--- config.mk ---
export PLATFORM = sky130hd
export DESIGN_NAME = cnnLoadTop
export DESIGN_NICKNAME = d
export VERILOG_FILES = /design/src/cnnPkg.sv /design/src/cnnLoadTop.sv /design/src/hostLoader.sv /design/src/layerSequencer.sv /design/src/dualPortRam.sv
export SDC_FILE = /design/constraint.sdc
export NUM_CORES = 1
export LEC_CHECK = 0
export CORE_UTILIZATION = 61
export DETAILED_ROUTE_END_ITERATION = 10
export DONT_BUFFER_PORTS = 1
export HOLD_SLACK_MARGIN = 0.1
export PLACE_DENSITY = 0.87
export SKIP_CTS_REPAIR_TIMING = 1
export SYNTH_ARGS = -nofsm -noshare
export SYNTH_HDL_FRONTEND = slang
export SYNTH_SLANG_ARGS = --single-unit
--- constraint.sdc ---
create_clock -name clk -period 7.4 [get_ports clk]
set_input_delay 0.37 -clock clk [delete_from_list [all_inputs] [get_ports clk]]
set_output_delay 0.37 -clock clk [all_outputs]
set_load 0.05 [all_outputs]
--- src/cnnPkg.sv ---
package cnnPkg;

    //////////////////////////////////////////////////////////////////////
    // word types
    //////////////////////////////////////////////////////////////////////

    // 16-bit fixed point and also one weight lane
    typedef logic [15:0] dataWord;

    // layer number as seen on runLayer
    typedef logic [3:0] layerIndex;

    //////////////////////////////////////////////////////////////////////
    // network shape
    //////////////////////////////////////////////////////////////////////

    parameter int numLayers     = 8;  // conv1..conv5 then fc6..fc8
    parameter int numConvLayers = 5;  // layers below this run conv then pool

    //////////////////////////////////////////////////////////////////////
    // global controller states
    //////////////////////////////////////////////////////////////////////

    typedef enum logic [2:0] {
        sIdle,  // waiting for ena after reset
        sLoad,  // host loader filling bias/weight/layer RAMs
        sConv,  // conv engine running
        sPool,  // pool engine running
        sFc,    // fc engine running
        sNext,  // step to next layer
        sDone   // whole network finished
    } seqState;

endpackage
--- src/cnnLoadTop.sv ---
module cnnLoadTop #(
    parameter  int weightLanes = 4,
    parameter  int biasWords   = 4,
    parameter  int weightWords = 4,
    parameter  int layerWords  = 8,
    localparam int biasAw      = (biasWords > 1) ? $clog2(biasWords) : 1,
    localparam int weightAw    = (weightWords > 1) ? $clog2(weightWords) : 1,
    localparam int layerAw     = (layerWords > 1) ? $clog2(layerWords) : 1,
    localparam int weightW     = weightLanes * $bits(cnnPkg::dataWord)
) (
    input  logic                clk,
    input  logic                rstN,
    input  logic                ena,
    input  logic                hostValid,
    input  cnnPkg::dataWord     hostData,
    input  logic                convStatus,
    input  logic                poolStatus,
    input  logic                fcStatus,
    input  logic                biasReadEn,
    input  logic [biasAw-1:0]   biasReadAddr,
    input  logic                weightReadEn,
    input  logic [weightAw-1:0] weightReadAddr,
    input  logic                layerReadEn,
    input  logic [layerAw-1:0]  layerReadAddr,
    output logic                hostRequest,
    output cnnPkg::layerIndex   runLayer,
    output logic                convStart,
    output logic                poolStart,
    output logic                fcStart,
    output logic                netDone,
    output cnnPkg::dataWord     biasReadData,
    output logic [weightW-1:0]  weightReadData,
    output cnnPkg::dataWord     layerReadData
);
    import cnnPkg::*;

    logic                loadCmd;
    logic                dataReady;
    logic                biasWe;
    logic [biasAw-1:0]   biasAddr;
    dataWord             biasDin;
    logic                weightWe;
    logic [weightAw-1:0] weightAddr;
    logic [weightW-1:0]  weightDin;
    logic                layerWe;
    logic [layerAw-1:0]  layerAddr;
    dataWord             layerDin;

    //////////////////////////////////////////////////////////////////////
    // control
    //////////////////////////////////////////////////////////////////////

    layerSequencer sequencer (
        .clk        (clk),
        .rstN       (rstN),
        .ena        (ena),
        .dataReady  (dataReady),
        .convStatus (convStatus),
        .poolStatus (poolStatus),
        .fcStatus   (fcStatus),
        .loadCmd    (loadCmd),
        .runLayer   (runLayer),
        .convStart  (convStart),
        .poolStart  (poolStart),
        .fcStart    (fcStart),
        .netDone    (netDone)
    );

    hostLoader #(
        .weightLanes (weightLanes),
        .biasWords   (biasWords),
        .weightWords (weightWords),
        .layerWords  (layerWords)
    ) loader (
        .clk         (clk),
        .rstN        (rstN),
        .loadCmd     (loadCmd),
        .runLayer    (runLayer),
        .hostValid   (hostValid),
        .hostData    (hostData),
        .hostRequest (hostRequest),
        .dataReady   (dataReady),
        .biasWe      (biasWe),
        .biasAddr    (biasAddr),
        .biasDin     (biasDin),
        .weightWe    (weightWe),
        .weightAddr  (weightAddr),
        .weightDin   (weightDin),
        .layerWe     (layerWe),
        .layerAddr   (layerAddr),
        .layerDin    (layerDin)
    );

    //////////////////////////////////////////////////////////////////////
    // on-chip RAMs written by the loader and read by the engines
    //////////////////////////////////////////////////////////////////////

    dualPortRam #(.dataWidth($bits(dataWord)), .depth(biasWords)) biasRam (
        .clk       (clk),
        .we        (biasWe),
        .writeAddr (biasAddr),
        .din       (biasDin),
        .re        (biasReadEn),
        .readAddr  (biasReadAddr),
        .dout      (biasReadData)
    );

    dualPortRam #(.dataWidth(weightW), .depth(weightWords)) weightRam (
        .clk       (clk),
        .we        (weightWe),
        .writeAddr (weightAddr),
        .din       (weightDin),
        .re        (weightReadEn),
        .readAddr  (weightReadAddr),
        .dout      (weightReadData)
    );

    // first layer input features
    dualPortRam #(.dataWidth($bits(dataWord)), .depth(layerWords)) layerRam (
        .clk       (clk),
        .we        (layerWe),
        .writeAddr (layerAddr),
        .din       (layerDin),
        .re        (layerReadEn),
        .readAddr  (layerReadAddr),
        .dout      (layerReadData)
    );

endmodule

--- src/hostLoader.sv ---
module hostLoader #(
    parameter  int weightLanes = 4,
    parameter  int biasWords   = 4,
    parameter  int weightWords = 4,
    parameter  int layerWords  = 8,
    localparam int biasAw      = (biasWords > 1) ? $clog2(biasWords) : 1,
    localparam int weightAw    = (weightWords > 1) ? $clog2(weightWords) : 1,
    localparam int layerAw     = (layerWords > 1) ? $clog2(layerWords) : 1,
    localparam int weightW     = weightLanes * $bits(cnnPkg::dataWord)
) (
    input  logic                clk,
    input  logic                rstN,
    input  logic                loadCmd,
    input  cnnPkg::layerIndex   runLayer,
    input  logic                hostValid,
    input  cnnPkg::dataWord     hostData,
    output logic                hostRequest,
    output logic                dataReady,
    output logic                biasWe,
    output logic [biasAw-1:0]   biasAddr,
    output cnnPkg::dataWord     biasDin,
    output logic                weightWe,
    output logic [weightAw-1:0] weightAddr,
    output logic [weightW-1:0]  weightDin,
    output logic                layerWe,
    output logic [layerAw-1:0]  layerAddr,
    output cnnPkg::dataWord     layerDin
);
    import cnnPkg::*;

    localparam int wordW    = $bits(dataWord);
    localparam int maxBW    = (biasWords > weightWords) ? biasWords : weightWords;
    localparam int maxWords = (maxBW > layerWords) ? maxBW : layerWords;
    localparam int cntW     = (maxWords > 1) ? $clog2(maxWords) : 1;
    localparam int laneW    = (weightLanes > 1) ? $clog2(weightLanes) : 1;

    typedef enum logic [1:0] {pIdle, pBias, pWeight, pLayer} loadPhase;

    loadPhase                  phase;
    logic [cntW-1:0]           wordCnt;    // word index inside the phase
    logic [laneW-1:0]          laneCnt;
    logic [weightW-1:0]        laneShift;  // lane 0 ends up in the low bits
    logic [weightW+wordW-1:0]  laneNext;
    logic                      take;
    logic                      lastBias;
    logic                      lastLane;
    logic                      lastGroup;
    logic                      lastLayer;
    logic                      lastWrite;  // final RAM write of this layer

    assign take      = hostValid && hostRequest;  // words outside a request are dropped
    assign laneNext  = {hostData, laneShift};
    assign lastBias  = wordCnt == cntW'(biasWords - 1);
    assign lastLane  = laneCnt == laneW'(weightLanes - 1);
    assign lastGroup = wordCnt == cntW'(weightWords - 1);
    assign lastLayer = wordCnt == cntW'(layerWords - 1);

    //////////////////////////////////////////////////////////////////////
    // phase and counters
    //////////////////////////////////////////////////////////////////////

    always_ff @(posedge clk) begin
        if (!rstN) begin
            phase       <= pIdle;
            wordCnt     <= '0;
            laneCnt     <= '0;
            hostRequest <= 1'b0;
            biasWe      <= 1'b0;
            weightWe    <= 1'b0;
            layerWe     <= 1'b0;
            lastWrite   <= 1'b0;
            dataReady   <= 1'b0;
        end else begin
            biasWe    <= 1'b0;
            weightWe  <= 1'b0;
            layerWe   <= 1'b0;
            lastWrite <= 1'b0;
            dataReady <= lastWrite;  // one cycle after the last write
            unique case (phase)
                pIdle: begin
                    if (loadCmd) begin
                        phase       <= pBias;
                        wordCnt     <= '0;
                        laneCnt     <= '0;
                        hostRequest <= 1'b1;
                    end
                end
                pBias: begin
                    if (take) begin
                        biasWe <= 1'b1;
                        if (lastBias) begin
                            wordCnt <= '0;
                            phase   <= pWeight;
                        end else begin
                            wordCnt <= wordCnt + 1'b1;
                        end
                    end
                end
                pWeight: begin
                    if (take && !lastLane) begin
                        laneCnt <= laneCnt + 1'b1;
                    end else if (take) begin
                        weightWe <= 1'b1;  // group complete
                        laneCnt  <= '0;
                        if (!lastGroup) begin
                            wordCnt <= wordCnt + 1'b1;
                        end else if (runLayer == '0) begin
                            wordCnt <= '0;
                            phase   <= pLayer;  // input features for first layer only
                        end else begin
                            phase       <= pIdle;
                            hostRequest <= 1'b0;
                            lastWrite   <= 1'b1;
                        end
                    end
                end
                pLayer: begin
                    if (take) begin
                        layerWe <= 1'b1;
                        if (lastLayer) begin
                            phase       <= pIdle;
                            hostRequest <= 1'b0;
                            lastWrite   <= 1'b1;
                        end else begin
                            wordCnt <= wordCnt + 1'b1;
                        end
                    end
                end
                default: phase <= pIdle;
            endcase
        end
    end

    //////////////////////////////////////////////////////////////////////
    // write payload
    //////////////////////////////////////////////////////////////////////

    always_ff @(posedge clk) begin
        if (take) begin
            biasAddr   <= biasAw'(wordCnt);
            biasDin    <= hostData;
            weightAddr <= weightAw'(wordCnt);
            layerAddr  <= layerAw'(wordCnt);
            layerDin   <= hostData;
            laneShift  <= laneNext[weightW+wordW-1:wordW];  // newest word enters at top
        end
    end

    assign weightDin = laneShift;

    requestNotReady: assert property (
        @(posedge clk) disable iff (!rstN)
        !(hostRequest && dataReady)
    ) else $error("hostRequest and dataReady high together");

endmodule

--- src/layerSequencer.sv ---
module layerSequencer (
    input  logic              clk,
    input  logic              rstN,
    input  logic              ena,
    input  logic              dataReady,
    input  logic              convStatus,
    input  logic              poolStatus,
    input  logic              fcStatus,
    output logic              loadCmd,
    output cnnPkg::layerIndex runLayer,
    output logic              convStart,
    output logic              poolStart,
    output logic              fcStart,
    output logic              netDone
);
    import cnnPkg::*;

    seqState state;
    seqState nextState;
    logic    loadReady;  // dataReady already seen in this load
    logic    lastLayer;
    logic    convLayer;

    assign lastLayer = runLayer == layerIndex'(numLayers - 1);
    assign convLayer = runLayer < layerIndex'(numConvLayers);

    //////////////////////////////////////////////////////////////////////
    // next state
    //////////////////////////////////////////////////////////////////////

    always_comb begin
        nextState = state;
        if (ena) begin  // ena low freezes the walk
            unique case (state)
                sIdle: nextState = sLoad;
                sLoad: begin
                    if (dataReady || loadReady) begin
                        nextState = convLayer ? sConv : sFc;
                    end
                end
                sConv: if (convStatus) nextState = sPool;
                sPool: if (poolStatus) nextState = sNext;
                sFc:   if (fcStatus) nextState = sNext;
                sNext: nextState = lastLayer ? sDone : sLoad;
                sDone: nextState = sDone;  // held until reset
                default: nextState = sIdle;
            endcase
        end
    end

    //////////////////////////////////////////////////////////////////////
    // state, layer count and load command
    //////////////////////////////////////////////////////////////////////

    always_ff @(posedge clk) begin
        if (!rstN) begin
            state     <= sIdle;
            runLayer  <= '0;
            loadCmd   <= 1'b0;
            loadReady <= 1'b0;
        end else begin
            state   <= nextState;
            loadCmd <= (nextState == sLoad) && (state != sLoad);  // one pulse per load

            if (state == sNext && nextState == sLoad) begin
                runLayer <= runLayer + 1'b1;
            end

            // keep a dataReady that lands while ena is low
            if (state != sLoad || nextState != sLoad) begin
                loadReady <= 1'b0;
            end else if (dataReady) begin
                loadReady <= 1'b1;
            end
        end
    end

    // engine starts are levels for the whole state
    assign convStart = state == sConv;
    assign poolStart = state == sPool;
    assign fcStart   = state == sFc;
    assign netDone   = state == sDone;

    //////////////////////////////////////////////////////////////////////
    // checks
    //////////////////////////////////////////////////////////////////////

    startExclusive: assert property (
        @(posedge clk) disable iff (!rstN)
        $onehot0({convStart, poolStart, fcStart})
    ) else $error("more than one engine start high");

    // load command only on the first cycle of a load
    loadCmdOnEntry: assert property (
        @(posedge clk) disable iff (!rstN)
        loadCmd |-> (state == sLoad) && ($past(state) != sLoad)
    ) else $error("loadCmd outside sLoad entry");

endmodule

--- src/dualPortRam.sv ---
module dualPortRam #(
    parameter  int dataWidth = 16,
    parameter  int depth     = 16,
    localparam int addrW     = (depth > 1) ? $clog2(depth) : 1
) (
    input  logic                 clk,
    input  logic                 we,
    input  logic [addrW-1:0]     writeAddr,
    input  logic [dataWidth-1:0] din,
    input  logic                 re,
    input  logic [addrW-1:0]     readAddr,
    output logic [dataWidth-1:0] dout
);

    logic [dataWidth-1:0] mem [depth];

    // loader side
    always_ff @(posedge clk) begin
        if (we) begin
            mem[writeAddr] <= din;
        end
    end

    // engine side with data one cycle after re
    always_ff @(posedge clk) begin
        if (re) begin
            dout <= mem[readAddr];
        end
    end

endmodule

==> flow_results.org, run 1 <==
** Synthesis
- Area of the mapped netlist :: between 20000 and 25000 sq um
- Ranked by total cell area, the synthesized netlist is headed by edfxtp_1, mux4_2, dfxtp_1, mux2_2, ha_1.
- Mean area per synthesized cell :: 23.79 sq um
- Most area-hungry cell type in the Yosys netlist :: edfxtp_1
- For this run, the register share of the synthesized area comes to 83.31%.
- Cells after synthesis :: 948
- For this run, asynchronously set or reset flops after synthesis account for 0%.
- For this run, the number of Yosys warnings is 0.
- Count of distinct cell types in the synthesized netlist :: 46
- The synthesized design devotes to its leading area cell type 81.35% of total area.
- Number of nets produced by synthesis :: 992
- EDFF count, synth :: 611
- Top FF cell, synth :: edfxtp_1
- Number of flip-flops and latches in the synthesized netlist :: 633

** Pwr
- For this design the static power due to leakage is 7.991 nW.
- Combinational logic is responsible for roughly 3.7% of the overall power.
- Peak supply drop :: about 0.19 mV
- Net switching fraction of the power :: a little over a fifth
- The clock network burns 37.9% of the power.
- For this design the total switching power over the nets is 1.648 mW.
- Dividing total power by cell area gives a power density of 297.9 nW/um^2.
- Pint :: between 5 and 6 mW
- Tot Pwr :: 7.530 mW
- Registers are responsible for 58.4% of the overall power.

** Critical path
- Worst path max stage delay :: 0.68 ns
- The worst register-to-register path has a setup slack of 5.04 ns.
- Slowest stage cell, crit path :: nor2_1
- The worst register-to-register path begins at sequencer.runLayer[1].
- WP data required :: about 7.0 ns
- Critical path launch point type :: flip-flop
- STA puts the critical path data arrival time at 2.05 ns.
- Critical Path Fanout Max :: 10
- Capture instance of the worst register-to-register path :: sequencer.loadReady
- The most critical setup path has its startpoint at sequencer.state[1].
- The critical path goes through or2b_1 -> nor2_1.
- CP endpoint :: netDone
- Measured in cells, the most critical reg-to-reg path has a length of 6.
- Nature of the critical path endpoint :: output pin
- Type of the setup path with the least slack :: flip-flop to output pin

** Final layout
- Layout cells sized above 1 :: 22.92%
- For this run, the post-layout net count is 1061.
- Synthesis-to-layout area growth :: 12.09%
- The finished layout holds 1529 standard cells, fillers aside.

** Timing
- The final critical path takes up roughly a third of the cycle.
- For the pin with the worst max-slew slack, the measured transition is 1.059 ns.
- Fin Setup TNS :: 0 ns
- Clk_skew :: 0.02482 ns
- Timing would allow up to 412.9 MHz.
- Worst slack on hold paths :: roughly 0.093 ns
- The number of hold violations in the final report is 0.
- Counting I/O delays and the setup requirement, the final critical path takes roughly 2.4 ns.
- Slew Limit Fails :: 0
- Setup repair after global routing left no endpoint under its margin.
- Setup violations remaining at the end of the flow were counted as 0.
- Worst relative slew slack :: 29.43%

** Clocking
- Sink Count :: 633
- Cts bufs inserted :: 57
- Clock-pin slew was measured on the worst setup and hold paths at 0.06 ns.
- The clock reaches the later pin of the worst-skew pair after 0.59 ns.
- Clock Tree Buf Depth :: 3
- Cell chosen for the clock root :: clkbuf_16
- TritonCTS clock tree :: built
- CTS H-tree lvls :: 2

** Drt
- DRC violation count after routing :: 0
- Total Wirelength :: 45780 microns
- DRC marker count from the first detailed-route iteration :: 952
- The detailed router placed around 9800 vias in this run.
- Dividing the detail-routed wire length by the instance count gives 29.94 microns.
- DRT antenna net count :: 0
- Before antenna repair, the detailed router went through 5 iterations.
- Vias per inst :: 6.438

** Floorplan
- Core area :: 36520 sq um
- For this configuration, the core starts out at a cell density of 61.75%.
- Placement Rows :: 70
- The die is 194.3 microns wide.
- From bottom edge to top edge, the die measures 194.3 microns.
- Boundary pin count :: 138
- The die covers 37740 sq um.

** Run
- Maximum capacitance violations :: 0

** GRT
- Entering global routing, the biggest net connects between 70 and 80 pins.
- Combined global-route utilization of all metal layers :: roughly 24%
- Remaining global-route overflow :: 0
- Number of antenna violations at the first check in global routing :: 1
- The first global-routing pass estimated 64490 microns of wire.
- Number of global-route vias before repair :: 9912

** Worst hold path
- HP Class :: primary input to flip-flop
- Hold depth :: 3
- The startpoint identified for the worst hold timing path is ena.

** Place
- In this run, placement finished with an instance count of 1398.
- Summed over all nets, the half-perimeter wirelength after detailed placement is 23470 microns.
- Number of buffer cells added on primary ports :: 0
- Final weighted congestion in routability-driven placement :: 0.7565

** Status
- The flow ran to the end, and the final reports show no timing, DRC or antenna violations.
==> kinds of logic (layout without fill, tap and decap cells) <==
group                    count (synthesis)  count (layout)  synth area share, %
AO/OA/AOI/OAI                           30              30               0.8544
XOR/XNOR                                 3               3               0.1165
adder cells (fa/ha/maj)                 11              11               0.6103
buffers and inverters                   48             160               0.9098
flip-flops                             633             633                83.31
multiplexers                           129             129                12.03
other                                    0               1                    0
AND/OR/NAND/NOR                         94              94                2.175
==> flip-flops by register name (all words and copies together) (netlist names), 2 cells and up <==
register	count
biasRam.dout	16
biasRam.mem	64
layerRam.dout	16
layerRam.mem	128
loader.laneCnt	2
loader.layerAddr	3
loader.phase	2
loader.weightDin	64
loader.wordCnt	3
sequencer.runLayer	4
sequencer.state	3
weightRam.dout	64
weightRam.mem	256
==> cells in the mapped netlist (all sizes together), types with 3 or more instances <==
| library cell | number |
|---|---|
| dfxtp | 22 |
| nand3 | 12 |
| inv | 15 |
| clkbuf | 17 |
| nand4 | 3 |
| mux4 | 112 |
| a211oi | 3 |
| nand2b | 7 |
| a21oi | 9 |
| nor3 | 8 |
| and3 | 5 |
| nand2 | 10 |
| o21ai | 8 |
| ha | 11 |
| buf | 16 |
| mux2 | 16 |
| or3b | 3 |
| nor2 | 31 |
| edfxtp | 611 |
==> how the worst min path moves through the flow <==
stage | end | slack (ns)
2_1_floorplan | loader.dataReady | 0.41
3_3_place_gp | loader.dataReady | 0.43
5_1_grt | weightRam.dout[13] | 0.10
3_5_place_dp | loader.dataReady | 0.44
6_report | sequencer.state[1] | 0.09
4_1_cts | loader.weightDin[48] | -0.15
==> worst max-delay path: cells and delay by family, from the launching register on <==
| family | cells | cell delay [ns] |
|---|---|---|
| simple gates | 2 | 0.98 |
| flops | 1 | 0.50 |
==> placed cells by master (no fill, tap or decap), types with 3 or more instances in the layout <==
cell type,synthesis,routed
dlygate4sd3_1,0,25
nor3_1,8,4
inv_1,15,14
nand3_1,12,12
nor2_4,0,3
o21ai_0,8,8
mux2_2,16,16
clkbuf_16,0,59
and3_1,5,5
nor2_1,31,26
bufinv_16,0,5
a21oi_1,9,9
nor3_2,0,4
mux4_2,112,112
clkinv_2,0,15
nand2b_1,7,7
nand2_1,10,10
dfxtp_1,22,22
clkbuf_1,17,15
buf_4,0,15
nand4_1,3,3
a211oi_1,3,3
edfxtp_1,611,611
clkinv_1,0,7
ha_1,11,11
==> per-stage QoR <==
stage | worst slack [ns] | util (%) | area (sq um)
6_report | 4.978 | 69.22 | 25280
5_1_grt | 4.853 | 69.22 | 25280
4_1_cts | 4.955 | 68.32 | 24950
3_5_place_dp | 5.074 | 63.40 | 23160
3_3_place_gp | 5.214 | 63.40 | 23160
2_1_floorplan | 1.948 | - | 22550
==> per-layer routing <==
layer  part of all wire (%)  track usage, %  routed length, microns
met1                     36           29.95                   16450
met2                     53           41.98                   24460
met3                    7.2           4.453                    3296
met4                    3.4           9.553                    1570
met5                      0               0                       0
==> power by group through the flow <==
stage / combinational (mW) / clock [mW] / sequential (mW)
2_1_floorplan: 0.199 / 0 / 4.40
3_3_place_gp: 0.219 / 0 / 4.45
3_5_place_dp: 0.230 / 0 / 4.47
4_1_cts: 0.234 / 2.88 / 4.40
5_1_grt: 0.295 / 3.00 / 4.41
6_report: 0.276 / 2.85 / 4.40
==> cell type report <==
class	count	area, sq um
inverter	15	57.56
tap	468	585.6
clock buffer	74	1533
fill	2065	11240
timing repair buffer	43	437.9
sequential	633	18790
antenna	1	2.502
multi-input combinational	267	3612
clock inverter	28	262.8
Note: power is estimated with default switching activity, not from simulation.
==> inputs of run 2 (changes only) <==
--- a/config.mk
+++ b/config.mk
@@ -5,11 +5,11 @@
 export SDC_FILE = /design/constraint.sdc
 export NUM_CORES = 1
 export LEC_CHECK = 0
-export CORE_UTILIZATION = 61
+export CORE_UTILIZATION = 56
 export DETAILED_ROUTE_END_ITERATION = 10
 export DONT_BUFFER_PORTS = 1
 export HOLD_SLACK_MARGIN = 0.1
-export PLACE_DENSITY = 0.87
+export PLACE_DENSITY = 0.84
 export SKIP_CTS_REPAIR_TIMING = 1
 export SYNTH_ARGS = -nofsm -noshare
 export SYNTH_HDL_FRONTEND = slang
==> constraint.sdc (replaced) <==
create_clock -name clk -period 2.2 [get_ports clk]
set_input_delay 0.11 -clock clk [delete_from_list [all_inputs] [get_ports clk]]
set_output_delay 0.11 -clock clk [all_outputs]
set_load 0.05 [all_outputs]
==> run 2 against run 1 <==
  * First-iteration DRC count shrank 8.2%
  * Non-clock buffer count grew 57
  * Design area grew 4.1%
  * Register-to-register slack lost 4.9 ns
  * Total power grew to 3.5 times the previous value
  * Clock skew grew 0.0032 ns
  * Hold slack gained 0.038 ns
  * Via count grew 1.8%
  * Global-route usage shrank 1.6 points
  * Critical path type is now flip-flop to flip-flop
  * Critical endpoint is now loader.wordCnt[0]
  * Largest cell class unchanged
==> flow_results.org, run 2 (same netlist as run 1, synthesis figures left out) <==
** Status
- Run status :: completed (unchanged)

** Timing
- Crit share post-route :: 94.49%
- The count of pins over their slew limit came to 0 (unchanged).
- The slew at the pin with the worst max-slew slack is 0.9300 ns (was 1.059 ns).
- Worst relative slew slack :: 37.79% (was 29.43%)
- Total setup violations reported at the end of the flow :: 0 (unchanged)
- Worst slack on hold paths :: 0.1310 ns (was 0.09308 ns)
- Clk_skew :: 0.02807 ns (was 0.02482 ns)
- Static timing analysis puts the maximum clock frequency at 481.0 MHz.
- The number of hold violations in the final report is 0 (unchanged).
- Post-layout min period :: 2.079 ns

** Final layout
- Post-layout net count :: 1119 (was 1061)
- The post-route non-filler standard cell count is 1650 (was 1529).
- The utilization after layout is 66.25% (was 69.22%).
- Commonest non-fill, non-tap cell in the layout :: edfxtp_1 (unchanged)
- The register with the highest flop count is weightRam.mem (unchanged).
- Commonest cells after routing, fill and taps aside: edfxtp_1, mux4_2, dlygate4sd3_1 (was edfxtp_1, mux4_2, clkbuf_16).
- Layout cells sized above 1 :: 24.38% (was 22.92%)
- Registers with the highest flip-flop counts :: weightRam.mem: 256 flops, layerRam.mem: 128 flops (unchanged)
- The area growth from synthesis to final layout is 16.71% (was 12.09%).
- The number of flip-flops in the largest register is 256 (unchanged).

** GRT
- The pin count of the biggest net entering global routing came to 65 (was 71).
- The total congestion overflow after global routing was 0 (unchanged).
- The number of global-route vias before repair came to 10110 (was 9912).
- Global-route wire length before repair :: 66100 microns (was 64490 microns)
- Number of antenna violations at the first check in global routing :: 2 (was 1)
- Combined global-route utilization of all metal layers :: 22.38% (was 24.02%)

** Critical path
- The buffer and inverter count on the worst path is 1 (was 0).
- The data arrival time of the worst path is 2.63 ns (was 2.05 ns).
- Slowest stage cell, crit path :: dfxtp_1 (was nor2_1)
- Worst path cell trace: inv_1 -> ha_1 -> and4b_1 -> nor2_1 -> nand4_1 -> nor4b_1 -> a31o_2 (was or2b_1 -> nor2_1).
- The element type at the critical path start is a flip-flop (unchanged).
- The gate family responsible for the most delay along the worst path was simple AND/OR/NAND/NOR gates (unchanged).
- The first element of the critical path is loader.phase[0] (was sequencer.state[1]).
- WP data required :: 2.75 ns (was 7.03 ns)
- The launching point of the worst reg2reg path was loader.phase[0] (was sequencer.runLayer[1]).
- The delay of the slowest cell on the worst path was 0.38 ns (was 0.68 ns).
- Nature of the critical path endpoint :: flip-flop (was output pin)
- The biggest fanout along the worst timing path was 11 (was 10).
- Type of the setup path with the least slack :: flip-flop to flip-flop (was flip-flop to output pin)

** Floorplan
- The number of cell rows was 73 (was 70).
- The die width is 202.7 microns (was 194.3 microns).
- Core area :: 39730 sq um (was 36520 sq um)
- Die H :: 202.7 microns (was 194.3 microns)
- The starting utilization of the core area is 56.76% (was 61.75%).
- Total Die Area :: 41080 sq um (was 37740 sq um)
- Boundary pin count :: 138 (unchanged)

** Drt
- DRC violation count after routing :: 0 (unchanged)
- The total number of vias came to 10023 (was 9844).
- Per-cell routed wire length :: 28.11 microns (was 29.94 microns)
- The number of DRC markers in iteration 0 came to 874 (was 952).
- First-pass detailed-route iteration total :: 8 (was 5)
- Total Wirelength :: 46390 microns (was 45780 microns)
- The via density per instance is 6.075 (was 6.438).
- DRT antenna net count :: 0 (unchanged)

** Clocking
- The clock tree root buffer cell is clkbuf_16 (unchanged).
- Sink Count :: 633 (unchanged)
- The TritonCTS buffer count is 58 (was 57).
- The clock network latency to the later pin of the worst-skew pair was 0.63 ns (was 0.59 ns).
- The number of levels in the clock H-tree came to 2 (unchanged).
- The clock tree from TritonCTS is built (unchanged).
- The clock-pin slew reported for the worst setup and hold paths after clock tree synthesis is 0.07 ns (was 0.06 ns).
- Clock Tree Buf Depth :: 3 (unchanged)

** Worst hold path
- The worst min-delay path startpoint is hostData[14] (was ena).
- The path category of the worst min-delay check is primary input to flip-flop (unchanged).

** Place
- The number of port buffers was 0 (unchanged).
- The routability-driven placement congestion ratio came to 0.8197 (was 0.7565).
- The post-placement cell count came to 1473 (was 1398).
- The placed wire-length estimate is 25110 microns (was 23470 microns).

** Run
- Maximum capacitance violations :: 0 (unchanged)

** Pwr
- Power per standard cell area :: 1013 nW/um^2 (was 297.9 nW/um^2)
- Peak supply drop :: 0.6745 mV (was 0.1859 mV)
- Static Leakage :: 8.409 nW (was 7.991 nW)
## run 2: worst paths after layout
check,end,slack [ns],depth (start not counted)
setup / recovery,loader.wordCnt[0],0.12,7
hold / removal,loader.weightDin[62],0.13,1
setup reg to reg,loader.wordCnt[0],0.12,7
hold reg to reg,loader.dataReady,0.46,1
## run 2: report_power, final
group,switching [mW],internal (mW)
clock network,4.42,6.33
logic,0.650,0.475
registers,0.879,13.9
total,5.95,20.7
## run 2: final cells by class
type	count	area (sq um)
tap	525	656.9
multi-input combinational	267	3626
fill	2359	13410
sequential	633	18790
timing repair buffer	100	1146
antenna	1	2.502
inverter	15	60.06
clock inverter	45	546.8
clock buffer	64	1495
## run 2: metal layers
metal / track usage (%) / routed length [microns] / up-vias
li1: - / - / 4197
met5: 0 / 13 / -
met3: 5.072 / 2714 / 73
met2: 39.82 / 25180 / 434
met4: 7.089 / 1025 / 2
met1: 27.16 / 17460 / 5317
## run 2: through the flow
step / setup WS (ns) / TNS [ns] / power (mW) / cell area (sq um)
after floorplan: -0.3153 / -20.18 / 15.47 / 22600
after global placement: 0.3676 / 0 / 15.76 / 23500
after detailed placement: 0.1983 / 0 / 15.87 / 23500
after CTS: 0.1920 / 0 / 26.55 / 25550
after global routing: -0.01106 / -0.01106 / 27.35 / 26320
final: 0.1211 / 0 / 26.67 / 26320
